## src/verilog/gpu_macros.svh

```systemverilog
`ifndef GPU_MACROS_SVH
`define GPU_MACROS_SVH

// value returned by the magic number command
`define GPU_MAGIC_NUMBER 16'hA5C3

// turnaround cycles between the command and a write phase
`define GPU_DUMMY_CYCLES 2

// palette entries, one rgb colour each
`define GPU_PALETTE_DEPTH 256

// 320x240 framebuffer, pixel address wraps to 0 after the last one
`define GPU_FB_PIXELS 76800

// fixed top bits of status register 0
`define GPU_STATUS_ID 5'b10110

// 24-bit colour sent as nibbles
`define GPU_NIBBLES_PER_ENTRY 6

// 20-bit start address field of the framebuffer write
`define GPU_ADDR_NIBBLES 5

`endif

```

## src/verilog/gpu_pkg.sv

```systemverilog
`default_nettype none

package gpu_pkg;

    typedef logic [3:0]  nibble_t;    // one quad-spi bus transfer
    typedef logic [7:0]  pixel_t;
    typedef logic [16:0] fb_addr_t;
    typedef logic [7:0]  pal_index_t;
    typedef logic [23:0] rgb_t;
    typedef logic [15:0] resp_word_t;
    typedef logic [15:0] count_t;     // nibbles seen within a phase

    // bit 7 marks a read phase, bit 6 a write phase
    typedef enum logic [7:0]
    {
        cmd_fb_continuous_write = 8'b1000_0010,
        cmd_set_palette         = 8'b1000_0011,
        cmd_get_palette         = 8'b0100_0011,
        cmd_read_status0        = 8'b0100_0000,
        cmd_read_magic          = 8'b0110_0000,
        cmd_disable_output      = 8'b0000_0000,
        cmd_enable_output       = 8'b0000_0001
    } command_t;

    typedef enum logic [2:0]
    {
        ph_idle,
        ph_command,
        ph_read,
        ph_write_dummy,
        ph_write,
        ph_done
    } phase_t;

endpackage

`default_nettype wire

```

## src/verilog/pixel_writer.sv

```systemverilog
`timescale 1ns/100ps
`default_nettype none
`include "gpu_macros.svh"

module pixel_writer
(
    input  wire logic             sclk,
    input  wire logic             rst,
    input  wire logic             pix_load,
    input  wire gpu_pkg::count_t  phase_count,
    input  wire gpu_pkg::nibble_t rd_nibble,
    output gpu_pkg::fb_addr_t     fb_addr,
    output gpu_pkg::pixel_t       fb_data,
    output logic                  fb_wr
);

    localparam gpu_pkg::fb_addr_t last_pixel = 17'(`GPU_FB_PIXELS - 1);

    logic [15:0]        addr_sh;     // first four address nibbles
    logic [19:0]        start_word;
    gpu_pkg::fb_addr_t  next_addr;   // address of the next pixel to write
    gpu_pkg::nibble_t   pix_hi;
    gpu_pkg::count_t    pair_pos;    // nibble position after the address field

    assign start_word = {addr_sh, rd_nibble};
    assign pair_pos   = phase_count - gpu_pkg::count_t'(`GPU_ADDR_NIBBLES);

    always_ff @(posedge sclk)
    begin
        if (rst)
        begin
            fb_wr     <= 1'b0;
            next_addr <= '0;
        end
        else
        begin
            fb_wr <= 1'b0;
            if (pix_load)
            begin
                if (phase_count < gpu_pkg::count_t'(`GPU_ADDR_NIBBLES))
                begin
                    addr_sh <= start_word[15:0];
                    if (phase_count == gpu_pkg::count_t'(`GPU_ADDR_NIBBLES - 1))
                    begin
                        // out of range start falls back to the first pixel
                        if (start_word[16:0] <= last_pixel)
                            next_addr <= start_word[16:0];
                        else
                            next_addr <= '0;
                    end
                end
                else if (!pair_pos[0])
                    pix_hi <= rd_nibble;                  // high nibble of pixel
                else
                begin
                    fb_addr   <= next_addr;
                    fb_data   <= {pix_hi, rd_nibble};
                    fb_wr     <= 1'b1;
                    next_addr <= (next_addr == last_pixel) ? '0 : next_addr + 17'd1;
                end
            end
        end
    end

    assert property (@(posedge sclk) disable iff (rst) fb_wr |=> !fb_wr);

    assert property (@(posedge sclk) disable iff (rst)
        fb_wr |-> fb_addr < 17'(`GPU_FB_PIXELS));

endmodule

`default_nettype wire

```

## config.mk

```make
export PLATFORM = sky130hd
export DESIGN_NAME = pixel_writer
export DESIGN_NICKNAME = d
export VERILOG_FILES = /design/src/verilog/gpu_pkg.sv /design/src/verilog/pixel_writer.sv
export VERILOG_INCLUDE_DIRS = /design/src /design/src/verilog
export SDC_FILE = /design/constraint.sdc
export NUM_CORES = 1
export LEC_CHECK = 0
export BUFFER_PORTS_ARGS = -buffer_cell sky130_fd_sc_hd__buf_4
export CORE_ASPECT_RATIO = 0.5
export CORE_MARGIN = 4
export CORE_UTILIZATION = 58
export DETAILED_ROUTE_END_ITERATION = 16
export HOLD_SLACK_MARGIN = 0.03
export PLACE_DENSITY = 0.9
export SYNTH_ARGS = -nofsm -noshare
export SYNTH_HDL_FRONTEND = slang
export SYNTH_SLANG_ARGS = --single-unit
```

## constraint.sdc

```tcl
create_clock -name sclk -period 8.2 [get_ports sclk]
set_input_delay 1.23 -clock sclk [delete_from_list [all_inputs] [get_ports sclk]]
set_output_delay 1.23 -clock sclk [all_outputs]
set_load 0.005 [all_outputs]
```

==> flow_summary.yaml <==
route:
  ant_nets: 0
  viasPerCell: 6.70
  routed_wirelength_um: 6730
  drtPass1Iterations: 6
  num_vias: 2103
  drt-initial-drc-count: 240
  wire_per_inst_um: 21.4
  drc: 0
power:
  p_leak_nw: 1.11
  powerDensity_mw_per_mm2: 204
  ir_worst_vdd_mv: 0.146
  finalPower_mw: 0.639
synthesis:
  syn-cell-area_mm2: 0.00254
  synth_ff_type: "edfxtp_1"
  synth_edf_count: 42
  synth.distinct_cells: 43
  synth_nets: 228
  synth-seq-cells: 60
  synthArstFlopShare: 0
  synthTopCellsByArea: "edfxtp_1, dfxtp_1, a21oi_1"
  syn_inst: 204
  synth_top_area_share: 0.497
  synth_top_area_cell: "edfxtp_1"
  syn_avg_cell_area_um2: 12.4
  yosysWarnings: 0
  ys_seq_area_frac: 0.639
clocking:
  clock_path_buffers: 2
  cts_tree: "done"
  cts_resized: 0
  cts.sinks: 60
  clk_pin_slew_worst_paths_ns: 0.06
  clk_latency_ns: 0.34
  postCtsHoldBufs: 0
  cts_buffers: 9
  cts_max_level: 3
  cts_root_buffer: "clkbuf_8"
  cts_setup_buffers: 0
global_routing:
  grt_pass1_wl_um: 10200
  track_usage: 0.257
  grt_pass1_vias: 1963
  grt_max_degree: 23
  grt-ovfl-total: 0
  antenna_found_initial: 0
worst_setup_path:
  start_kind: "input pin"
  worstPathRequired_ns: 8.15
  cp_top_family: "simple AND/OR/NAND/NOR gates"
  crit_chain: "buf_4 -> nor4_2 -> nand4_2 -> nand2b_4 -> nor2_1"
  timing.rr.start: "addr_sh[6]"
  crit_fanout: 13
  r2r-end: "next_addr[4]"
  crit_start: "phase_count[15]"
  reg2reg_slack_ns: 5.97
  reg2reg_depth: 6
  cp.arrival_ns: 3.09
  slowest_stage: "nor2_1"
  critPathMaxStageDelay_ns: 0.88
  crit_type: "in -> reg"
  crit_path_end_kind: "flop"
  critPathBufInv: 1
timing:
  final.setup.tns_ns: 0
  whs_ns: 0.428
  grt_setup_unrepaired: "no"
  fin_crit_sh: 0.382
  drv_slew: 0
  slew-limit-headroom: 0.246
  fmax_mhz: 319
  setup_viol: 0
  worst_pin_slew_ns: 1.13
  hold_viol: 0
  fin_ws_ns: 5.06
  clock_skew_ns: 0.00983
  period_minus_slack_ns: 3.14
final_layout:
  stdcell_area_mm2: 0.00313
  drive_gt1_frac: 0.288
  area_growth_pct: 23.3
  final_common_cell: "buf_4"
  finalNonFillerCells: 314
  antenna_cells: 0
  final_cell_mix: "buf_4, edfxtp_1, a21oi_1, dfxtp_1"
  layout.nets: 279
  final_util: 0.773
worst_hold_path:
  hold_class: "reg -> reg"
  holdCritStartpoint: "pix_hi[3]"
  hold_path_depth: 0
  worstHoldEndpoint: "fb_data[7]"
status:
  outcome: "complete, no violations"
placed_design:
  port_buffers: 48
  hpwl_um: 4360
  post-place-ws_ns: 4.77
  place.gp.congestion: 0.873
  place_area_mm2: 0.00292
  post-place-cells: 298
die:
  core_area_mm2: 0.00404
  die_h_um: 54.8
  design.die.area_mm2: 0.00556
  ios: 49
  fp.dieW_um: 102
  fp-row-count: 16
  start_util: 0.627
run:
  max-cap-violations: 0
## Yosys cell counts, types with 2 or more instances
| library cell | instances |
|---|---|
| nand4_1 | 5 |
| nand3_1 | 6 |
| a221oi_1 | 2 |
| nand2_1 | 7 |
| o21ai_1 | 2 |
| and3_1 | 2 |
| nor2_1 | 12 |
| edfxtp_1 | 42 |
| a32oi_1 | 3 |
| nor4_2 | 2 |
| buf_6 | 2 |
| dfxtp_1 | 18 |
| a22oi_1 | 2 |
| o32ai_1 | 10 |
| nor4_1 | 8 |
| a31oi_1 | 2 |
| nor3_1 | 14 |
| clkbuf_1 | 3 |
| o21ai_0 | 3 |
| nand4_2 | 2 |
| buf_2 | 3 |
| inv_1 | 13 |
| a21oi_1 | 18 |
| nand2b_1 | 3 |
| nor2_4 | 2 |
## final cells by class
cell class              count  area, um^2
multi-input cells         122         815
flip-flops and latches     60        1620
inverters                  13        48.8
clock buffers              10         128
well taps                  54        67.6
fillers                   257         917
repair buffers             49         368
clock inverters             6        78.8
## kinds of logic after synthesis
| family | synth area share |
|---|---|
| AO/OA/AOI/OAI | 0.143 |
| buffers and inverters | 0.0414 |
| adder cells (fa/ha/maj) | 0.00493 |
| flip-flops | 0.639 |
| AND/OR/NAND/NOR | 0.171 |
## report_power, final
part	leakage (nW)	internal [mW]	switching [mW]
sequential	0.534	0.328	0.00220
clock	0.107	0.168	0.112
combinational	0.471	0.0136	0.0156
total	1.11	0.510	0.130
## routing by layer
layer | GRT usage | up-vias | wire length (um)
li1 | - | 906 | -
met1 | 0.309 | 1003 | 2530
met5 | 0 | - | 0
met2 | 0.415 | 164 | 3230
met4 | 0.132 | 0 | 244
met3 | 0.0980 | 30 | 733
## state kept, by name (all words and copies together), names as in the netlist
| register | count |
|---|---|
| next_addr | 17 |
| fb_wr | 1 |
| fb_addr | 17 |
| fb_data | 8 |
| pix_hi | 4 |
| addr_sh | 13 |
## worst register-to-register path, stage by stage (launching register included)
cell	delay, ns
edfxtp_1	0.46
a21o_1	0.22
a211o_1	0.37
a211oi_4	0.66
a22oi_1	0.20
a2bb2oi_1	0.16
nor2_1	0.09
## how the worst max path moves through the flow
stage | slack (ns) | depth (start not counted) | endpoint
final | 5.06 | 5 | addr_sh[8]
after global routing | 5.01 | 5 | addr_sh[5]
after CTS | 5.12 | 5 | addr_sh[8]
after detailed placement | 4.77 | 5 | addr_sh[8]
after global placement | 4.96 | 5 | addr_sh[8]
after floorplan | 4.25 | 5 | fb_addr[0]
(Power assumes the default switching activity.)
