**src/verilog/gpu_macros.svh**
```systemverilog
`ifndef GPU_MACROS_SVH
`define GPU_MACROS_SVH

// value returned by the magic number command
`define GPU_MAGIC_NUMBER 16'hA5C3

// turnaround cycles between the command and a write phase
`define GPU_DUMMY_CYCLES 2

// palette entries, one rgb colour each
`define GPU_PALETTE_DEPTH 256

// 320x240 framebuffer, pixel address wraps to 0 after the last one
`define GPU_FB_PIXELS 76800

// fixed top bits of status register 0
`define GPU_STATUS_ID 5'b10110

// 24-bit colour sent as nibbles
`define GPU_NIBBLES_PER_ENTRY 6

// 20-bit start address field of the framebuffer write
`define GPU_ADDR_NIBBLES 5

`endif

```
**src/verilog/gpu_pkg.sv**
```systemverilog
`default_nettype none

package gpu_pkg;

    typedef logic [3:0]  nibble_t;    // one quad-spi bus transfer
    typedef logic [7:0]  pixel_t;
    typedef logic [16:0] fb_addr_t;
    typedef logic [7:0]  pal_index_t;
    typedef logic [23:0] rgb_t;
    typedef logic [15:0] resp_word_t;
    typedef logic [15:0] count_t;     // nibbles seen within a phase

    // bit 7 marks a read phase, bit 6 a write phase
    typedef enum logic [7:0]
    {
        cmd_fb_continuous_write = 8'b1000_0010,
        cmd_set_palette         = 8'b1000_0011,
        cmd_get_palette         = 8'b0100_0011,
        cmd_read_status0        = 8'b0100_0000,
        cmd_read_magic          = 8'b0110_0000,
        cmd_disable_output      = 8'b0000_0000,
        cmd_enable_output       = 8'b0000_0001
    } command_t;

    typedef enum logic [2:0]
    {
        ph_idle,
        ph_command,
        ph_read,
        ph_write_dummy,
        ph_write,
        ph_done
    } phase_t;

endpackage

`default_nettype wire

```
**src/verilog/response_shifter.sv**
```systemverilog
`timescale 1ns/100ps
`default_nettype none
`include "gpu_macros.svh"

module response_shifter
(
    input  wire logic             sclk,
    input  wire logic             rst,
    input  wire logic             resp_status,
    input  wire logic             resp_magic,
    input  wire logic             pal_stream,
    input  wire gpu_pkg::count_t  phase_count,
    input  wire logic             hblank,
    input  wire logic             vblank,
    input  wire logic             output_enabled,
    input  wire gpu_pkg::nibble_t pal_nibble,
    output gpu_pkg::nibble_t      data_out,
    output logic                  data_oe
);

    gpu_pkg::resp_word_t shreg;
    gpu_pkg::resp_word_t load_word;
    logic [7:0]          status0;
    logic                word_active;

    assign status0     = {`GPU_STATUS_ID, hblank, vblank, output_enabled};
    assign word_active = resp_status | resp_magic;

    // status byte sits in the top half so both replies shift the same way
    assign load_word = resp_status ? {status0, 8'h00} : `GPU_MAGIC_NUMBER;

    always_ff @(posedge sclk)
    begin
        if (rst)
            data_oe <= 1'b0;
        else
            data_oe <= word_active | pal_stream;
    end

    always_ff @(posedge sclk)
    begin
        if (word_active)
        begin
            if (phase_count == '0)
            begin
                data_out <= load_word[15:12];   // flags sampled here, edge n=3
                shreg    <= {load_word[11:0], 4'h0};
            end
            else
            begin
                data_out <= shreg[15:12];
                shreg    <= {shreg[11:0], 4'h0};
            end
        end
        else if (pal_stream)
            data_out <= pal_nibble;
    end

    assert property (@(posedge sclk) disable iff (rst)
        !(resp_status || resp_magic || pal_stream) |=> !data_oe);

endmodule

`default_nettype wire
```
**config.mk**
```make
export PLATFORM = sky130hd
export DESIGN_NAME = response_shifter
export DESIGN_NICKNAME = d
export VERILOG_FILES = /design/src/verilog/gpu_pkg.sv /design/src/verilog/response_shifter.sv
export VERILOG_INCLUDE_DIRS = /design/src /design/src/verilog
export SDC_FILE = /design/constraint.sdc
export NUM_CORES = 1
export LEC_CHECK = 0
export BUFFER_PORTS_ARGS = -buffer_cell sky130_fd_sc_hd__buf_2
export CAP_MARGIN = 20
export CORE_AREA = 2 2 40 42
export DETAILED_ROUTE_END_ITERATION = 8
export DIE_AREA = 0 0 42 44
export GPL_ROUTABILITY_DRIVEN = 0
export PLACE_DENSITY = 0.71
export SETUP_SLACK_MARGIN = 0.1
export SYNTH_ARGS = -nofsm -noshare
export SYNTH_HDL_FRONTEND = slang
export SYNTH_SLANG_ARGS = --single-unit
export TNS_END_PERCENT = 50
```
**constraint.sdc**
```tcl
create_clock -name sclk -period 2 [get_ports sclk]
set_input_delay 0.6 -clock sclk [delete_from_list [all_inputs] [get_ports sclk]]
set_output_delay 0.6 -clock sclk [all_outputs]
set_load 0.02 [all_outputs]
```
==> results of run 1 <==
cell usage after synthesis:
cell type,n,share of area
and2_1,1,0.012
nor4_2,4,0.098
nor2_1,6,0.044
a21oi_1,1,0.0097
inv_1,3,0.022
nor2b_1,1,0.012
buf_6,1,0.022
dfxtp_1,1,0.039
nand2_1,5,0.037
a31oi_1,1,0.012
a41oi_1,1,0.017
mux2_4,1,0.029
mux2i_1,2,0.039
and4_1,1,0.017
o221ai_1,1,0.017
or3_1,1,0.012
o21ai_0,1,0.0097
nand2b_1,1,0.012
nand4_1,1,0.012
edfxtp_1,9,0.53
state kept, by name, summed over array words and instances (netlist names):
signal / count
shreg: 5
data_out: 4
data_oe: 1
layout by cell type, fill, tap and decap left out, types with 2 or more instances in the layout:
cell type	netlist	routed
buf_4	0	3
buf_2	0	32
inv_1	3	3
mux2i_1	2	2
clkbuf_4	0	3
nor4_2	4	4
edfxtp_1	9	9
nand2_1	5	5
nor2_1	6	6
power breakdown:
part	internal [uW]	total, uW	leakage (uW)	switching, uW
registers	250	256	0.000105	5.58
logic	39.7	84.3	0.000210	44.6
clock network	111	185	0.0000210	74.3
total	400	525	0.000335	124
routing by layer:
layer	wire (um)	up-vias
met2	526	31
li1	-	237
met5	0	-
met4	34	0
met3	98	4
met1	408	206
stage by stage:
stage | util | instances | power [uW] | cell area (um^2)
floorplan | - | 43 | 298 | 513
global placement | 0.496 | 93 | 343 | 704
detailed placement | 0.496 | 93 | 346 | 704
CTS | 0.522 | 97 | 533 | 741
global route | 0.522 | 97 | 550 | 741
finish | 0.522 | 97 | 525 | 741
cell type report:
| class | count | area (um^2) | area share |
|---|---|---|---|
| Clock buffer | 4 | 36.3 | 0.0490 |
| Inverter | 3 | 11.3 | 0.0152 |
| Multi-Input combinational cell | 29 | 200 | 0.270 |
| Sequential cell | 10 | 290 | 0.392 |
| Tap cell | 16 | 20.0 | 0.0270 |
| Timing Repair Buffer | 35 | 183 | 0.247 |
how the worst max path moves through the flow:
stage | start | endpoint
final | phase_count[5] | shreg[14]
after global routing | phase_count[6] | shreg[14]
after floorplan | phase_count[14] | shreg[14]
after global placement | phase_count[6] | shreg[14]
after CTS | phase_count[5] | shreg[14]
after detailed placement | phase_count[6] | shreg[14]
cell families after synthesis:
logic type      count (synthesis)  synth area share
buf+inv                         4            0.0439
flops                          10             0.566
mux                             3            0.0683
simple gates                   21             0.256
compound gates                  5            0.0658
==> metrics.txt, run 1 <==
Fin. Hold Viols=0; clock sink count=10; Leakage Power=0.000335 uW; die area=1850 um^2; Yosys cell types=20; critical path required time=2020 ps; Routed WL per cell=11.0 um; CP Class=in -> reg; Synth Instances=43; pwr/cell area=708 nW/um^2; reg2reg start=shreg[12]; Remaining DRCs=0; CTS tree=yes; Final HPWL DP=924 um; Final Cycle Share=0.812; GR Layer Usage met3=0.0250; WP depth=4; share of layout cells above drive strength 1=0.543; Critical Path Source Type=input pin; Slew headroom=0.807; Mapped Avg Cell Area=11.9 um^2; TNS Setup=0 ps; cell row count=14; final worst clock skew=1.58 ps; clock latency on the worst-skew pair=270 ps; CTS max path bufs=2; met2 Usage GRT=0.263; vias per inst=4.93; hold endpoint=data_oe; largest net degree at the start of global routing=10; first-pass GRT wire length=1730 um; Die Height=44 um; Post-Syn Area=513 um^2; initial antenna violation count=0; Filler Cells Inserted=129; Yosys reg bits=10; Max-Cap Viols=0; vias in the first global route=467; hold wc startpoint=rst; clock transition at the registers of the reported paths=70 ps; final worst path period need=1620 ps; die width=42 um; delay-heaviest family, CP=simple AND/OR/NAND/NOR gates; Arrival @ worst endpoint=1640 ps; r2r worst-path depth=2; post-CTS sizing=0; Synthesized Nets=71; diode count=0; worst min path class=in -> reg; R2R Path End=data_out[0]; register area share after synthesis=0.566; # hold bufs at CTS=0; Ports=33; DR pass1 iterations=4; CP Capture Type=flip-flop; Area Growth Syn to Fin=44.4%; critical path cell sequence=buf_2, nor4_2, and4_1, mux2_4; overall routing resource usage=0.133; setup violators final=0; total CTS buffers=3; grt met1 use=0.113; worst vdd ir=0.000366 V; slowest CP cell=nor4_2; vias=478; post-detailed-route count of antenna-violating nets=0; core area=1420 um^2; unrepaired setup endpoints after global routing=no; Root Buffer=clkbuf_4; port buffer count=32; f_max=616 MHz; Worst Max-Slew Pin Slew=287 ps; total wire length=1070 um; outcome=complete, no violations; Setup Fix Bufs, Post-CTS=0; nets=110; crit path buf inv count=1; First DRT Iteration DRCs=3; H-tree levels=1; grt ovf=0; CP Max Fanout=3; Ys Warns=0; GR peak layer=met2; Slew Viols, Final=0; pre-CTS WS=85.2 ps; Hold Worst Slack=486 ps; starting density of the core=0.362; PnR worst setup slack=376 ps; Max stage delay on crit path=330 ps; FF-to-FF setup slack=1000 ps; worst hold stages=2
(Power assumes the default switching activity.)
==> run 2: changes to the inputs <==
--- a/config.mk
+++ b/config.mk
@@ -6,13 +6,14 @@
 export SDC_FILE = /design/constraint.sdc
 export NUM_CORES = 1
 export LEC_CHECK = 0
+export ABC_AREA = 1
 export BUFFER_PORTS_ARGS = -buffer_cell sky130_fd_sc_hd__buf_2
 export CAP_MARGIN = 20
-export CORE_AREA = 2 2 40 42
+export CORE_AREA = 2 2 39 41
 export DETAILED_ROUTE_END_ITERATION = 8
-export DIE_AREA = 0 0 42 44
+export DIE_AREA = 0 0 41 43
 export GPL_ROUTABILITY_DRIVEN = 0
-export PLACE_DENSITY = 0.71
+export PLACE_DENSITY = 0.73
 export SETUP_SLACK_MARGIN = 0.1
 export SYNTH_ARGS = -nofsm -noshare
 export SYNTH_HDL_FRONTEND = slang
==> constraint.sdc (replaced) <==
create_clock -name sclk -period 1.5 [get_ports sclk]
set_input_delay 0.45 -clock sclk [delete_from_list [all_inputs] [get_ports sclk]]
set_output_delay 0.45 -clock sclk [all_outputs]
set_load 0.02 [all_outputs]
==> run 2 against run 1 <==
  * Count of clock-buffer cells in the layout unchanged
  * Die area decreased by 4.6%
  * Area after synthesis down 2.0%
  * First-iteration DRC count rose by 100%
  * Hold slack got worse by 140 ps
  * Critical path depth is 3 lower
  * Routed wire length is 9.0% lower
  * Combinational power grew 29%
  * Worst setup slack got worse by 110 ps
  * Global-route usage grew 1.1 points
  * Total power up 21%
==> metrics.txt, run 2 <==
clock latency on the worst-skew pair=270 ps; Slew Viols, Final=0; Slew headroom=0.845; Comb power frac=0.170; post-CTS sizing=0; # hold bufs at CTS=0; final worst path period need=1230 ps; Fin. Hold Viols=0; Post-synth EDFFs=9; worst setup path endpoint=data_out[2]; Max stage delay on crit path=350 ps; port buffer count=32; reg2reg start=shreg[12]; unrepaired setup endpoints after global routing=no; critical path required time=1050 ps; largest family of logic cells by synthesized area=simple AND/OR/NAND/NOR gates; largest area contributor in the netlist=edfxtp_1; Max-Cap Viols=0; Async SR Flop Fraction=0; top cells by area in the synthesized netlist=edfxtp_1 54%, nor2_1 9.7%, nand2_1 9.0%; outcome=complete, no violations; overall routing resource usage=0.145; Routed WL per cell=8.99 um; r2r worst-path depth=4; main flop type after synthesis=edfxtp_1; Yosys reg bits=10; share of layout cells above drive strength 1=0.446; max reg flops=5; initial antenna violation count=0; CP Class=reg -> out; CTS max path bufs=2; register name with the most flops=shreg; TNS Setup=0 ps; Synth top cells by count=13 x nor2_1, 12 x nand2_1, 9 x edfxtp_1; Mapped Avg Cell Area=8.98 um^2; DR pass1 iterations=4; register area share after synthesis=0.577; vias per inst=4.43; Leakage Power=0.000374 uW; Yosys cell types=14; Synth Instances=56; grt ovf=0; internal power=484 uW; core area=1380 um^2; NetSw=153 uW; WP depth=1; Final HPWL DP=793 um; FF-to-FF setup slack=660 ps; CP Max Fanout=1; final instance area=709 um^2; Root Buffer=clkbuf_4; vias in the first global route=434; vias=478; f_max=812 MHz; worst vdd ir=0.000412 V; die width=41 um; Final Non-Filler Cells=108; starting density of the core=0.363; Setup Fix Bufs, Post-CTS=0; crit path buf inv count=1; Remaining DRCs=0; clock network fraction of total power=0.299; total wire length=971 um; Synth Area in Simple Gates=0.308; clock transition at the registers of the reported paths=70 ps; Arrival @ worst endpoint=780 ps; CTS tree=yes; First DRT Iteration DRCs=6; Adder-Cell Fraction of Synth Area=0; Synth Area in XOR/XNOR=0; pre-CTS WS=51.1 ps; PnR worst setup slack=269 ps; Worst Max-Slew Pin Slew=232 ps; delay-heaviest family, CP=flip-flops; first-pass GRT wire length=1640 um; Critical Path Source Type=flip-flop; nets=121; multiplexer share of the synthesized area=0; worst min path class=in -> reg; placed cells=104; die area=1760 um^2; Final Cycle Share=0.821; slowest CP cell=edfxtp_1; Sw Share=0.240; largest net degree at the start of global routing=11; diode count=0; cell row count=14; Synth top area share=0.537; Synthesized Nets=84; critical path cell sequence=buf_2; post-detailed-route count of antenna-violating nets=0; H-tree levels=1; CP startpoint=data_out[2]; largest registers=shreg: 5 flops, data_out: 4 flops, data_oe: 1 flops; most frequent cell after synthesis=nor2_1; Area Growth Syn to Fin=41.0%; pwr/cell area=899 nW/um^2; placed cell area=683 um^2; final worst clock skew=13.8 ps; total CTS buffers=3; Die Height=43 um; clock sink count=10; Ports=33; Flop pwr share=0.531; Post-Syn Area=503 um^2; R2R Path End=data_out[0]; setup violators final=0; total power=638 uW; Ys Warns=0; CP Capture Type=output port; commonest non-fill, non-tap cell in the layout=buf_2; most frequent cells in the layout=32 x buf_2, 13 x nor2_1, 12 x nand2_1; Compound-Gate Fraction of Synth Area=0.0622
run 2: layout make-up:
| type | count | area, um^2 |
|---|---|---|
| Timing Repair Buffer | 32 | 160 |
| Sequential cell | 10 | 290 |
| Multi-Input combinational cell | 39 | 186 |
| Clock buffer | 4 | 26.3 |
| Tap cell | 16 | 20.0 |
| Inverter | 7 | 26.3 |
| Fill cell | 136 | 674 |
run 2: stage by stage:
stage | hold slack (ps) | util
2_1_floorplan | 498 | -
5_1_grt | 335 | 0.513
3_5_place_dp | 527 | 0.494
3_3_place_gp | 527 | 0.494
4_1_cts | 338 | 0.513
6_report | 351 | 0.513
run 2: power groups by stage:
stage	registers, uW	clock network [uW]	logic, uW
6_report	338	190	109
3_5_place_dp	345	0	110
5_1_grt	342	214	124
2_1_floorplan	364	0	36.6
3_3_place_gp	344	0	108
4_1_cts	339	202	110
run 2: worst min-delay path by stage:
stage | depth (start not counted) | end | startpoint | slack, ps
after floorplan | 2 | shreg[9] | shreg[11] | 500
after detailed placement | 2 | shreg[9] | shreg[11] | 530
after CTS | 2 | data_oe | rst | 340
after global routing | 2 | data_oe | rst | 330
final | 2 | data_oe | rst | 350
after global placement | 2 | shreg[9] | shreg[11] | 530
run 2: worst reg2reg max path, stage by stage, from the launching register on:
cell and delay, ps:
edfxtp_1 350, inv_1 70, nand2_2 50, nand3_1 70
nand2_1 60
run 2: kinds of logic after synthesis:
kind of cell	after synthesis
simple gates	33
flops	10
buf+inv	7
compound gates	6
run 2: metal layers:
metal / track usage / vias to the layer above / routed length [um] / share of wire
met4: 0.100 / 0 / 4 / 0.0041
li1: - / 254 / - / -
met3: 0.0681 / 2 / 140 / 0.14
met2: 0.206 / 32 / 436 / 0.45
met5: 0 / - / 0 / 0
met1: 0.162 / 190 / 390 / 0.40
==> run 3: changes to the inputs <==
--- a/config.mk
+++ b/config.mk
@@ -9,11 +9,11 @@
 export ABC_AREA = 1
 export BUFFER_PORTS_ARGS = -buffer_cell sky130_fd_sc_hd__buf_2
 export CAP_MARGIN = 20
-export CORE_AREA = 2 2 39 41
+export CORE_AREA = 2 2 41 43
 export DETAILED_ROUTE_END_ITERATION = 8
-export DIE_AREA = 0 0 41 43
+export DIE_AREA = 0 0 43 45
 export GPL_ROUTABILITY_DRIVEN = 0
-export PLACE_DENSITY = 0.73
+export PLACE_DENSITY = 0.69
 export SETUP_SLACK_MARGIN = 0.1
 export SYNTH_ARGS = -nofsm -noshare
 export SYNTH_HDL_FRONTEND = slang
==> constraint.sdc (replaced) <==
create_clock -name sclk -period 1 [get_ports sclk]
set_input_delay 0.3 -clock sclk [delete_from_list [all_inputs] [get_ports sclk]]
set_output_delay 0.3 -clock sclk [all_outputs]
set_load 0.02 [all_outputs]
==> run 3 against run 2 <==
  * The flow now finishes with violations (negative setup slack)
  * Total power increased by 64%
  * Clock skew shrank 9.2 ps
  * Non-clock buffer count rose by 4
  * Critical endpoint is now data_out[3]
  * Via count grew 7.1%
  * Hold slack got worse by 170 ps
  * Critical path type unchanged
  * Worst setup slack worse by 370 ps
  * Sequential share of layout area down 9.0 points
==> metrics.txt, run 3 (same netlist as run 2, synthesis figures left out) <==
outcome=finished with violations; failing checks=negative setup slack; Slew headroom=0.869; vias=512; placed cell area=761 um^2; commonest non-fill, non-tap cell in the layout=buf_2; die width=43 um; # hold bufs at CTS=0; total wire length=1210 um; max reg flops=5; Fin. Hold Viols=0; nets=126; Worst Max-Slew Pin Slew=196 ps; post-detailed-route count of antenna-violating nets=0; vias in the first global route=487; setup violators final=4; unrepaired setup endpoints after global routing=yes; critical path cell sequence=buf_6; WP depth=1; Final Non-Filler Cells=113; r2r worst-path depth=4; Slew Viols, Final=0; hold wc startpoint=rst; initial antenna violation count=0; final worst path period need=1100 ps; CTS tree=yes; register name with the most flops=shreg; Ports=33; delay-heaviest family, CP=flip-flops; CP Max Fanout=1; Routed WL per cell=10.7 um; vias per inst=4.53; Hold Worst Slack=178 ps; Die Height=45 um; total power=1050 uW; CP Class=reg -> out; core area=1470 um^2; clock transition at the registers of the reported paths=60 ps; clock latency on the worst-skew pair=260 ps; grt ovf=0; Arrival @ worst endpoint=800 ps; largest registers=shreg: 5 flops, data_out: 4 flops, data_oe: 1 flops; share of layout cells above drive strength 1=0.680; starting density of the core=0.342; worst hold stages=2; final instance area=915 um^2; die area=1940 um^2; Leakage Power=0.000430 uW; cell row count=14; CP Capture Type=output port; CTS max path bufs=2; most frequent cells in the layout=20 x buf_2, 12 x buf_6, 9 x nor2_4, 9 x edfxtp_1, 8 x nand2_2; Area Growth Syn to Fin=81.8%; H-tree levels=1; DR pass1 iterations=4; Max stage delay on crit path=390 ps; first-pass GRT wire length=1900 um; PnR worst setup slack=-97.4 ps; f_max=911 MHz; slowest CP cell=edfxtp_1; total CTS buffers=3; placed cells=108; pwr/cell area=1150 nW/um^2; final worst clock skew=4.61 ps; First DRT Iteration DRCs=7; Post-Route Utilization=0.622; reg2reg start=shreg[12]; clock sink count=10; Root Buffer=clkbuf_4; diode count=0; Remaining DRCs=0; CP startpoint=data_out[3]; largest net degree at the start of global routing=10; port buffer count=32; Max-Cap Viols=0; Critical Path Source Type=flip-flop; worst min path class=in -> reg; crit path buf inv count=1; worst vdd ir=0.000665 V; critical path required time=700 ps; Final Cycle Share=1.10; Final HPWL DP=944 um; overall routing resource usage=0.137
run 3: cell types whose count changed in the layout (fill, tap and decap cells not counted), moves of 3 or more:
cell / previous run / this run
buf_4: 0 / 3
nand2_2: 1 / 8
nor2_4: 2 / 9
buf_2: 32 / 20
nand3_1: 3 / 0
nand2_1: 12 / 6
nor2_1: 13 / 5
nand3_2: 0 / 3
buf_6: 0 / 12
run 3: stage by stage:
stage          setup WS (ps)  setup TNS [ps]
6_report               -97.4            -357
5_1_grt                 -128            -477
4_1_cts                 -104            -387
3_5_place_dp            -260           -2790
3_3_place_gp            -233           -2280
2_1_floorplan          -50.1            -241
run 3: power by group:
group | leakage (uW) | internal, uW | total [uW] | switching, uW
registers | 0.000105 | 500 | 513 | 13.5
logic | 0.000310 | 131 | 246 | 116
clock network | 0.0000150 | 154 | 289 | 135
run 3: worst paths after layout:
kind	to	slack, ps
hold / removal	data_oe	180
setup reg to reg	data_out[0]	180
hold reg to reg	shreg[9]	530
setup / recovery	data_out[3]	-100
run 3: metal layers:
metal | up-vias | wire length, um | global-route usage
met1 | 212 | 458 | 0.147
met5 | - | 0 | 0
met4 | 0 | 17 | 0.0727
li1 | 264 | - | -
met3 | 2 | 134 | 0.0400
met2 | 34 | 599 | 0.245
run 3: layout make-up:
type,count,area (um^2)
Fill cell,141,557
Sequential cell,10,292
Multi-Input combinational cell,40,278
Timing Repair Buffer,36,273
Clock buffer,4,26.3
Inverter,7,26.3
Tap cell,16,20.0
run 3: timing repair:
item,4_1_cts,5_1_grt
setup buffers,0,0
setup endpoints to repair,11,12
pin swaps,16,12
resized for setup,18,12
cloned,0,1
