[config.mk]
export PLATFORM = sky130hd
export DESIGN_NAME = qspi_sequencer
export DESIGN_NICKNAME = d
export VERILOG_FILES = /design/src/verilog/gpu_pkg.sv /design/src/verilog/qspi_sequencer.sv
export VERILOG_INCLUDE_DIRS = /design/src /design/src/verilog
export SDC_FILE = /design/constraint.sdc
export NUM_CORES = 1
export LEC_CHECK = 0
export ABC_AREA = 1
export BUFFER_PORTS_ARGS = -buffer_cell sky130_fd_sc_hd__buf_2
export CAP_MARGIN = 20
export CORE_ASPECT_RATIO = 0.9
export CORE_MARGIN = 8
export CORE_UTILIZATION = 30
export CTS_CLUSTER_SIZE = 25
export DETAILED_ROUTE_END_ITERATION = 8
export PLACE_DENSITY_LB_ADDON = 0.05
export REMOVE_ABC_BUFFERS = 1
export SYNTH_ARGS = -nofsm -noshare
export SYNTH_HDL_FRONTEND = slang
export SYNTH_SLANG_ARGS = --single-unit
[constraint.sdc]
create_clock -name sclk -period 2 [get_ports sclk]
set_input_delay 0.2 -clock sclk [delete_from_list [all_inputs] [get_ports sclk]]
set_output_delay 0.2 -clock sclk [all_outputs]
set_load 0.02 [all_outputs]
[src/verilog/gpu_macros.svh]
`ifndef GPU_MACROS_SVH
`define GPU_MACROS_SVH

// value returned by the magic number command
`define GPU_MAGIC_NUMBER 16'hA5C3

// turnaround cycles between the command and a write phase
`define GPU_DUMMY_CYCLES 2

// palette entries, one rgb colour each
`define GPU_PALETTE_DEPTH 256

// 320x240 framebuffer, pixel address wraps to 0 after the last one
`define GPU_FB_PIXELS 76800

// fixed top bits of status register 0
`define GPU_STATUS_ID 5'b10110

// 24-bit colour sent as nibbles
`define GPU_NIBBLES_PER_ENTRY 6

// 20-bit start address field of the framebuffer write
`define GPU_ADDR_NIBBLES 5

`endif

[src/verilog/gpu_pkg.sv]
`default_nettype none

package gpu_pkg;

    typedef logic [3:0]  nibble_t;    // one quad-spi bus transfer
    typedef logic [7:0]  pixel_t;
    typedef logic [16:0] fb_addr_t;
    typedef logic [7:0]  pal_index_t;
    typedef logic [23:0] rgb_t;
    typedef logic [15:0] resp_word_t;
    typedef logic [15:0] count_t;     // nibbles seen within a phase

    // bit 7 marks a read phase, bit 6 a write phase
    typedef enum logic [7:0]
    {
        cmd_fb_continuous_write = 8'b1000_0010,
        cmd_set_palette         = 8'b1000_0011,
        cmd_get_palette         = 8'b0100_0011,
        cmd_read_status0        = 8'b0100_0000,
        cmd_read_magic          = 8'b0110_0000,
        cmd_disable_output      = 8'b0000_0000,
        cmd_enable_output       = 8'b0000_0001
    } command_t;

    typedef enum logic [2:0]
    {
        ph_idle,
        ph_command,
        ph_read,
        ph_write_dummy,
        ph_write,
        ph_done
    } phase_t;

endpackage

`default_nettype wire

[src/verilog/qspi_sequencer.sv]
`timescale 1ns/100ps
`default_nettype none
`include "gpu_macros.svh"

module qspi_sequencer
(
    input  wire logic             sclk,
    input  wire logic             rst,
    input  wire logic             cs,
    input  wire gpu_pkg::nibble_t data_in,
    output gpu_pkg::count_t       phase_count,
    output gpu_pkg::nibble_t      rd_nibble,
    output logic                  pix_load,
    output logic                  pal_load,
    output logic                  pal_stream,
    output logic                  resp_status,
    output logic                  resp_magic,
    output logic                  output_enabled
);

    // index of the final response nibble for the fixed-length replies
    localparam gpu_pkg::count_t status_last = 16'd1;
    localparam gpu_pkg::count_t magic_last  = 16'd3;

    gpu_pkg::phase_t state, next_state;
    gpu_pkg::count_t cnt, next_cnt;
    logic [7:0]      cmd_bits;
    logic [7:0]      full_cmd;     // command as it completes on edge n=1
    logic            cmd_known;
    gpu_pkg::command_t cmd;

    assign cmd      = gpu_pkg::command_t'(cmd_bits);
    assign full_cmd = {cmd_bits[3:0], data_in};

    always_comb
    begin
        case (full_cmd)
            gpu_pkg::cmd_fb_continuous_write,
            gpu_pkg::cmd_set_palette,
            gpu_pkg::cmd_get_palette,
            gpu_pkg::cmd_read_status0,
            gpu_pkg::cmd_read_magic,
            gpu_pkg::cmd_disable_output,
            gpu_pkg::cmd_enable_output: cmd_known = 1'b1;
            default:                    cmd_known = 1'b0;
        endcase
    end

    // the write state leads the bus by one edge, so the dummy state is left
    // one count early and the reply registers land on n=3+j
    always_comb
    begin
        next_state = state;
        if (cs)
            next_state = gpu_pkg::ph_idle;
        else
        begin
            case (state)
                gpu_pkg::ph_idle:    next_state = gpu_pkg::ph_command;
                gpu_pkg::ph_command:
                begin
                    if (cmd_known && full_cmd[7])
                        next_state = gpu_pkg::ph_read;
                    else if (cmd_known && full_cmd[6])
                        next_state = gpu_pkg::ph_write_dummy;
                    else
                        next_state = gpu_pkg::ph_done;   // undefined or no-data command
                end
                gpu_pkg::ph_read:    next_state = gpu_pkg::ph_read;   // runs until cs rises
                gpu_pkg::ph_write_dummy:
                begin
                    if (cnt == gpu_pkg::count_t'(`GPU_DUMMY_CYCLES - 2))
                        next_state = gpu_pkg::ph_write;
                end
                gpu_pkg::ph_write:
                begin
                    if ((cmd == gpu_pkg::cmd_read_status0 && cnt == status_last) ||
                        (cmd == gpu_pkg::cmd_read_magic && cnt == magic_last))
                        next_state = gpu_pkg::ph_done;
                end
                default:             next_state = gpu_pkg::ph_done;
            endcase
        end
        next_cnt = (next_state == state && !cs) ? cnt + 16'd1 : '0;
    end

    always_ff @(posedge sclk)
    begin
        rd_nibble <= data_in;   // lines up with the registered enables
        if (rst)
        begin
            state          <= gpu_pkg::ph_idle;
            cnt            <= '0;
            cmd_bits       <= '0;
            output_enabled <= 1'b0;
            phase_count    <= '0;
            pix_load       <= 1'b0;
            pal_load       <= 1'b0;
            pal_stream     <= 1'b0;
            resp_status    <= 1'b0;
            resp_magic     <= 1'b0;
        end
        else
        begin
            state <= next_state;
            cnt   <= next_cnt;
            if (!cs && (state == gpu_pkg::ph_idle || state == gpu_pkg::ph_command))
                cmd_bits <= full_cmd;

            // edge n=2, one cycle after the command completes
            if (!cs && state == gpu_pkg::ph_done && cnt == '0)
            begin
                if (cmd == gpu_pkg::cmd_enable_output)
                    output_enabled <= 1'b1;
                else if (cmd == gpu_pkg::cmd_disable_output)
                    output_enabled <= 1'b0;
            end

            phase_count <= (state == gpu_pkg::ph_read) ? cnt : next_cnt;
            pix_load    <= !cs && state == gpu_pkg::ph_read &&
                           cmd == gpu_pkg::cmd_fb_continuous_write;
            pal_load    <= !cs && state == gpu_pkg::ph_read && cmd == gpu_pkg::cmd_set_palette;
            pal_stream  <= next_state == gpu_pkg::ph_write && cmd == gpu_pkg::cmd_get_palette;
            resp_status <= next_state == gpu_pkg::ph_write && cmd == gpu_pkg::cmd_read_status0;
            resp_magic  <= next_state == gpu_pkg::ph_write && cmd == gpu_pkg::cmd_read_magic;
        end
    end

    // only one function may own the datapath
    assert property (@(posedge sclk) disable iff (rst)
        $onehot0({pix_load, pal_load, pal_stream, resp_status, resp_magic}));

    // a deselected slave always starts the next transaction from idle
    assert property (@(posedge sclk) disable iff (rst)
        cs |=> state == gpu_pkg::ph_idle);

endmodule

`default_nettype wire

==> run metrics, run 1 <==
status completed; die area 0.0117 mm^2; Pwr Density 628 mW/mm^2; number of global-route vias before repair 2173; synthesis warning total 0; DIE WIDTH 113 um; leakage 1.53 nW; detailed router's first-iteration violation count 127; global routing usage on met3 0.0267; total grt overflow 0; Final Hold Vio Count 0; port bufs 32; clk sink count 53; Simple-Gate Fraction of Synth Area 0.306; DR DRC count 0; fin crit share 0.934; largest family of logic cells by synthesized area simple AND/OR/NAND/NOR gates; die height 103 um; mux cell area share after synthesis 0; Yosys cell types 25; Setup CP Type flop to flop; first-pass GRT wire length 11.2 mm; register bit count reported by yosys 53; CTS buffer count 5; overall routed net length 6.82 mm; mapped cell area 0.00255 mm^2; area grow syn2layout 29.3%; Reg clk slew, reported paths 0.09 ns; Worst Hold Class primary input to flop; H-tree depth 2; nets 414; num rows 32; Final min period 1.87 ns; post-route antenna net violation count 0; transition time of the tightest slew-check pin 0.381 ns; GRT Total Usage 0.121; IO Pins 33; Synth Area in Compound Gates 0.124; Post-Synth Adder-Cell Area 0.0147; Slew HR 0.746; cell taking the most area after synthesis dfxtp_1; share of post-route cells with drive strength above 1 0.347; 1st-pass router iterations 5; Final Wtd Congestion 0.790; setup_tns 0 ns; fmax 0.535 GHz; Setup crit end kind flop; maximum vdd drop 0.293 mV; GR Layer Usage met2 0.177; global route hottest layer met2; Final Max Tran Viols 0; top cells by area, synth dfxtp_1 42%, nand2_1 6.9%, nor2_1 6.9%, inv_1 6.3%, o21ai_0 5.3%; share of the synthesized area in the top cell type 0.416; Final setup viols 0; clock latency on the worst-skew pair 0.30 ns; DP HPWL 5.11 mm; MaxCap Viol Count 0; Required @ worst endpoint 2.24 ns; CTS tree built; CP Data Arrival Time 2.11 ns; Starting Density 0.303; CTS max path bufs 2; skew final 0.00961 ns; root buf cell clkbuf_8; via/cell ratio 4.59; largest net degree at the start of global routing 34; Mapped Cells 339; XOR/XNOR Fraction of Synth Area 0.0481; DR vias 2324; WL/cell 13.5 um; core region area 0.00841 mm^2; antenna violations before repair 0; Diodes inserted 0; RSZ-0062 raised after global routing no; Avg Cell Area, Syn 7.52 um^2; critical path startpoint category flop; crit-path max FO 5; M1 GR Usage 0.174; sequential element share of the synthesized area 0.416; Tot Pwr 2.07 mW
## where the power goes
| group | switching (mW) | total (mW) | internal (mW) |
|---|---|---|---|
| Combinational | 0.160 | 0.262 | 0.102 |
| Clock | 0.347 | 0.712 | 0.365 |
| Sequential | 0.0187 | 1.10 | 1.08 |
| Total | 0.526 | 2.07 | 1.54 |
## final timing paths
| kind | startpoint | endpoint | slack, ns | depth (start not counted) |
|---|---|---|---|---|
| worst max-delay path | cnt[0] | phase_count[10] | 0.13 | 13 |
| worst min-delay path | data_in[2] | rd_nibble[2] | 0.02 | 1 |
| worst max register to register | cnt[0] | phase_count[10] | 0.13 | 13 |
| worst min register to register | output_enabled | output_enabled | 0.48 | 2 |
## final cells by class
type	instances	area [um^2]
Sequential cell	53	1070
Inverter	46	175
Fill cell	902	5110
Multi-Input combinational cell	231	1350
Clock buffer	5	68.8
Clock inverter	2	35.0
Tap cell	102	128
Timing Repair Buffer	67	460
## synthesized netlist by cell type, drive strengths merged
cell and instances:
dfxtp 53, nand2 51, nor2 51, inv 46
nand3 34, o21ai 28, a21oi 27, xor2 12
nor3 11, clkbuf 8, nand4 6, nor4 4
ha 3, buf 2, xnor2 2, and2 1
## stage by stage
step	instance area, um^2	utilization	instances	setup slack, ns	hold WS, ns
detailed placement	3030	0.361	492	0.00246	0.330
global placement	3030	0.361	492	0.000918	0.325
CTS	3150	0.375	500	0.0118	0.00716
floorplan	2490	-	329	0.0491	0.228
global route	3290	0.392	506	0.0139	0.00475
finish	3290	0.392	506	0.131	0.0170
## routing by layer
metal | wire [um] | vias up
met5 | 0 | -
met4 | 46 | 0
met3 | 350 | 5
met2 | 2810 | 46
met1 | 3610 | 1050
li1 | - | 1223
## worst max-delay path: stages (launching register included)
cell and delay [ns]:
dfxtp_4 0.37, inv_4 0.07, ha_4 0.13, nand2_1 0.05
nor2_1 0.12, nand2_2 0.09, a21oi_2 0.18, nand3_2 0.09
nand2_2 0.10, nand2_4 0.08, nor2_8 0.20, buf_12 0.15
nand3_4 0.06, a21oi_2 0.14
## cells by family after synthesis
family	after synthesis
buffers and inverters	56
AOI/OAI and AO/OA	55
xor gates and xnor gates	14
and+or+nand+nor	158
adders and majority gates	3
DFF	53
## registers in the layout (all words and copies together), names as in the netlist, 3 cells and up
register,count
cmd,8
cnt,16
phase_count,16
rd_nibble,4
state,3
## cell usage in the layout (no fill, tap or decap), types with 2 or more instances in the layout
cell,instances
nor4_1,4
nor2_2,7
inv_1,37
nand2_1,41
nor3_2,3
nand2_2,8
nand2_4,2
nor2_1,41
nor2_4,3
a21oi_2,11
xnor2_1,2
a21oi_1,16
dfxtp_2,5
dfxtp_1,46
inv_2,8
nand3_1,21
xor2_1,12
o21ai_0,25
dfxtp_4,2
buf_4,32
nand3_2,12
nor3_1,8
clkbuf_8,5
buf_2,32
ha_1,2
o21ai_1,2
buf_12,3
nand4_1,6
## repair_timing
| item | in CTS | in global routing |
|---|---|---|
| pin swaps | 1 | 11 |
| setup buffers | 0 | 6 |
| hold endpoints to repair | 0 | 0 |
| endpoints found under the setup margin | 7 | 32 |
| hold buffers | 0 | 0 |
| cloned | 1 | 0 |
| resized for setup | 1 | 39 |
(Power assumes the default switching activity.)
==> run 2: changes to the inputs <==
--- a/config.mk
+++ b/config.mk
@@ -11,11 +11,12 @@
 export CAP_MARGIN = 20
 export CORE_ASPECT_RATIO = 0.9
 export CORE_MARGIN = 8
-export CORE_UTILIZATION = 30
+export CORE_UTILIZATION = 55
 export CTS_CLUSTER_SIZE = 25
 export DETAILED_ROUTE_END_ITERATION = 8
 export PLACE_DENSITY_LB_ADDON = 0.05
 export REMOVE_ABC_BUFFERS = 1
+export SETUP_SLACK_MARGIN = 0.15
 export SYNTH_ARGS = -nofsm -noshare
 export SYNTH_HDL_FRONTEND = slang
 export SYNTH_SLANG_ARGS = --single-unit
==> run 2 against run 1 <==
Compared with the run above:
- critical path depth unchanged
- setup slack improved by 0.0091 ns
- final cell count down 9.1%
- register-to-register slack about the same
- utilization up 35 points
- critical endpoint is now phase_count[6]
==> run metrics, run 2 (same netlist as run 1, synthesis figures left out) <==
crit-path max FO 5; Setup CP Type flop to flop; most frequent cells in the layout 42 x nand2_1, 42 x dfxtp_1, 36 x nor2_1; WL/cell 14.8 um; skew final 0.00814 ns; CTS max path bufs 2; GRT Total Usage 0.192; CTS buffer count 5; post-route antenna net violation count 0; Final Hold Vio Count 0; area grow syn2layout 29.8%; Design Area, Final 0.00331 mm^2; DIE WIDTH 87.8 um; nets 407; Setup crit end kind flop; root buf cell clkbuf_8; number of global-route vias before repair 2357; CTS tree built; Flop pwr share 0.514; overall routed net length 6.79 mm; core region area 0.00446 mm^2; DR vias 2483; dpl cells 437; DP HPWL 4.28 mm; CP Data Arrival Time 2.11 ns; pre-CTS setup slack -0.0380 ns; maximum vdd drop 0.540 mV; Logic pwr share 0.124; Diodes inserted 0; Filler cells 346; die area 0.00707 mm^2; first-pass GRT wire length 10.7 mm; H-tree depth 2; Sw Ratio 0.256; Final setup viols 0; RSZ-0062 raised after global routing yes; Finished Layout Cells 460; Final Max Tran Viols 0; Reg clk slew, reported paths 0.10 ns; via/cell ratio 5.40; Internal Power 1.59 mW; detailed router's first-iteration violation count 137; port bufs 32; Final Wtd Congestion 0.858; Post-DP Area 0.00283 mm^2; num rows 23; status completed; switching pwr 546 uW; clock latency on the worst-skew pair 0.32 ns; DR DRC count 0; fin crit share 0.930; leakage 1.50 nW; critical path startpoint category flop; Final min period 1.86 ns; Required @ worst endpoint 2.25 ns; antenna violations before repair 0; fmax 0.538 GHz; Tot Pwr 2.13 mW; share of post-route cells with drive strength above 1 0.377; transition time of the tightest slew-check pin 0.477 ns; Starting Density 0.571; Slew HR 0.679; die height 80.6 um; worst setup margin 0.140 ns; largest net degree at the start of global routing 34; Pwr Density 645 mW/mm^2; Worst Hold Class primary input to flop; IO Pins 33; Clk pwr share 0.362; setup_tns 0 ns; total grt overflow 0; clk sink count 53; 1st-pass router iterations 4; MaxCap Viol Count 0
==> run 2: cell count changes in the layout (fill, tap and decap cells not counted), sizes merged <==
cell and delta:
clkinv -1, clkbuf +3, nand2 +1, buf -10
dlygate4sd3 +2, nor2 -1
==> run 2: what timing repair did <==
| item | CTS | global route |
|---|---|---|
| resized for setup | 26 | 41 |
| pin swaps | 8 | 18 |
| hold endpoints to repair | 0 | 2 |
| gates cloned | 2 | 0 |
| setup buffers | 5 | 6 |
| setup endpoints to repair | 32 | 32 |
| hold buffers | 0 | 2 |
==> run 2: worst paths after layout <==
path                            slack, ns  depth (start not counted)              to      startpoint
worst max-delay path                 0.14                         13  phase_count[6]          cnt[1]
worst max register to register       0.14                         13  phase_count[6]          cnt[1]
worst min-delay path                 0.03                          1    rd_nibble[0]      data_in[0]
worst min register to register       0.47                          2  output_enabled  output_enabled
==> run 2: through the flow <==
stage,hold WS [ns],utilization
3_3_place_gp,0.328,0.635
2_1_floorplan,0.228,-
4_1_cts,0.000689,0.692
5_1_grt,0.0298,0.742
6_report,0.0269,0.742
3_5_place_dp,0.329,0.635
==> run 2: layout make-up <==
type | count | area (um^2) | area share
Multi-Input combinational cell | 231 | 1450 | 0.438
Sequential cell | 53 | 1080 | 0.327
Timing Repair Buffer | 60 | 409 | 0.124
Inverter | 46 | 173 | 0.0522
Clock buffer | 7 | 86.3 | 0.0261
Tap cell | 62 | 77.6 | 0.0234
Clock inverter | 1 | 30.0 | 0.00908
==> run 2: power by group through the flow <==
stage / Sequential [mW] / Clock, mW / Combinational (mW)
global route: 1.10 / 0.819 / 0.290
CTS: 1.10 / 0.771 / 0.229
global placement: 1.12 / 0 / 0.195
floorplan: 1.12 / 0 / 0.122
finish: 1.10 / 0.773 / 0.265
detailed placement: 1.12 / 0 / 0.197
==> run 2: routing by layer <==
layer	vias to the layer above	share of wire	wire length, um	global-route usage
met2	78	0.50	3390	0.336
met5	-	0	0	0
li1	1209	-	-	-
met3	16	0.057	386	0.0489
met1	1180	0.42	2840	0.211
met4	0	0.025	169	0.0909
==> run 2: critical path, cell delays in order, from the launching register on <==
cell and delay, ns:
dfxtp_2 0.36, inv_2 0.05, buf_4 0.14, ha_1 0.18, nand3_1 0.08, o21ai_1 0.06, nand2_1 0.10, nand3_2 0.10
nand2_2 0.09, nand2_2 0.09, nor2_8 0.16, clkbuf_16 0.17, nand3_2 0.08, a21oi_2 0.12
==> run 3: changes to the inputs <==
--- a/config.mk
+++ b/config.mk
@@ -9,13 +9,12 @@
 export ABC_AREA = 1
 export BUFFER_PORTS_ARGS = -buffer_cell sky130_fd_sc_hd__buf_2
 export CAP_MARGIN = 20
-export CORE_ASPECT_RATIO = 0.9
+export CORE_ASPECT_RATIO = 0.75
 export CORE_MARGIN = 8
 export CORE_UTILIZATION = 55
 export CTS_CLUSTER_SIZE = 25
 export DETAILED_ROUTE_END_ITERATION = 8
 export PLACE_DENSITY_LB_ADDON = 0.05
-export REMOVE_ABC_BUFFERS = 1
 export SETUP_SLACK_MARGIN = 0.15
 export SYNTH_ARGS = -nofsm -noshare
 export SYNTH_HDL_FRONTEND = slang
==> run 3 against run 2 <==
Compared with the run above:
- via count down 3.2%
- count of clock-buffer cells in the layout is 1 lower
- sequential power about the same
- critical endpoint is now phase_count[4]
==> run metrics, run 3 (same netlist as run 1, synthesis figures left out) <==
status completed; largest net degree at the start of global routing 34; launching point of the worst reg2reg path cnt[1]; Starting Density 0.571; first-pass GRT wire length 9.94 mm; CTS tree built; Mapped Nets 349; detailed router's first-iteration violation count 226; WL/cell 14.5 um; GRT Total Usage 0.176; dpl cells 439; nets 408; hold path startpoint data_in[3]; fin crit share 0.940; 1st-pass router iterations 4; area grow syn2layout 32.5%; Setup crit end kind flop; die area 0.00709 mm^2; DIE WIDTH 94.6 um; IO Pins 33; Setup CP Type flop to flop; MaxCap Viol Count 0; fmax 0.532 GHz; skew final 0.00473 ns; leakage 1.53 nW; hold-critical path depth 1; Final Hold Vio Count 0; Diodes inserted 0; most common cell after layout, fill and taps aside dfxtp_1; RSZ-0062 raised after global routing yes; CP Data Arrival Time 2.12 ns; DP HPWL 4.24 mm; CTS buffer count 5; overall routed net length 6.63 mm; core region area 0.00447 mm^2; Final Wtd Congestion 0.914; most frequent cells in the layout 42 x dfxtp_1, 40 x nand2_1, 39 x nor2_1; root buf cell clkbuf_8; total grt overflow 0; CTS max path bufs 2; post-route antenna net violation count 0; reg2reg path depth 12; maximum vdd drop 0.504 mV; Final Max Tran Viols 0; CP Launch Point cnt[1]; transition time of the tightest slew-check pin 0.430 ns; DR vias 2404; DR DRC count 0; Slew HR 0.711; Finished Layout Cells 456; Pwr Density 576 mW/mm^2; clk sink count 53; number of global-route vias before repair 2161; H-tree depth 2; Final min period 1.88 ns; num rows 21; Worst Hold Class primary input to flop; via/cell ratio 5.27; antenna violations before repair 0; Final setup viols 0; Required @ worst endpoint 2.24 ns; share of post-route cells with drive strength above 1 0.391; critical path startpoint category flop; Reg clk slew, reported paths 0.09 ns; clock latency on the worst-skew pair 0.31 ns; die height 75.0 um; port bufs 32; Hold WS 0.0180 ns; crit-path max FO 8
==> run 3: final cells by class <==
type | instances | area [um^2]
inverters | 46 | 183
clock inverters | 2 | 10.0
clock buffers | 6 | 72.6
multi-input cells | 231 | 1560
flip-flops and latches | 53 | 1080
fillers | 319 | 1090
well taps | 57 | 71.3
repair buffers | 61 | 402
==> run 3: routing by layer <==
layer  track usage  up-vias  wire, um
met5             0        -         0
met4        0.0500        0        58
met3        0.0428        7       490
met2         0.241       81      2790
met1         0.262     1100      3290
li1              -     1216         -
==> run 3: final timing paths <==
kind | end | slack [ns]
min | rd_nibble[3] | 0.02
max | phase_count[4] | 0.12
max reg2reg | phase_count[4] | 0.12
min reg2reg | output_enabled | 0.47
==> run 3: power by group <==
part           switching (mW)  internal [mW]
clock network           0.343          0.243
logic                   0.163         0.0975
registers              0.0215           1.08
total                   0.527           1.42
==> run 3: what timing repair did <==
item                       4_1_cts  5_1_grt
setup endpoints to repair       32       33
pin swaps                        4       25
hold buffers                     0        0
buffers inserted                 4        4
resized for setup               13       76
cloned                           1        0
hold endpoints to repair         0        0
==> run 3: stage by stage <==
stage                     utilization  setup TNS [ns]  setup slack, ns  total power [mW]  area (um^2)
after floorplan                     -               0            0.287              1.26         2550
after global placement          0.645               0           0.0416              1.31         2880
after detailed placement        0.645         -0.0601          -0.0244              1.32         2880
after CTS                       0.678               0            0.154              1.91         3030
after global routing            0.756               0           0.0187              2.03         3380
final                           0.756               0            0.121              1.94         3380
==> run 3: critical path, stage by stage, from the launching register on <==
cell	delay (ns)
dfxtp_4	0.37
inv_4	0.08
ha_4	0.14
nand2_2	0.06
nor2_2	0.10
nand2_2	0.10
o21ai_0	0.19
nand2_1	0.15
nand2_2	0.13
nand2_4	0.10
nand2_8	0.16
nand3_2	0.11
a21oi_1	0.13
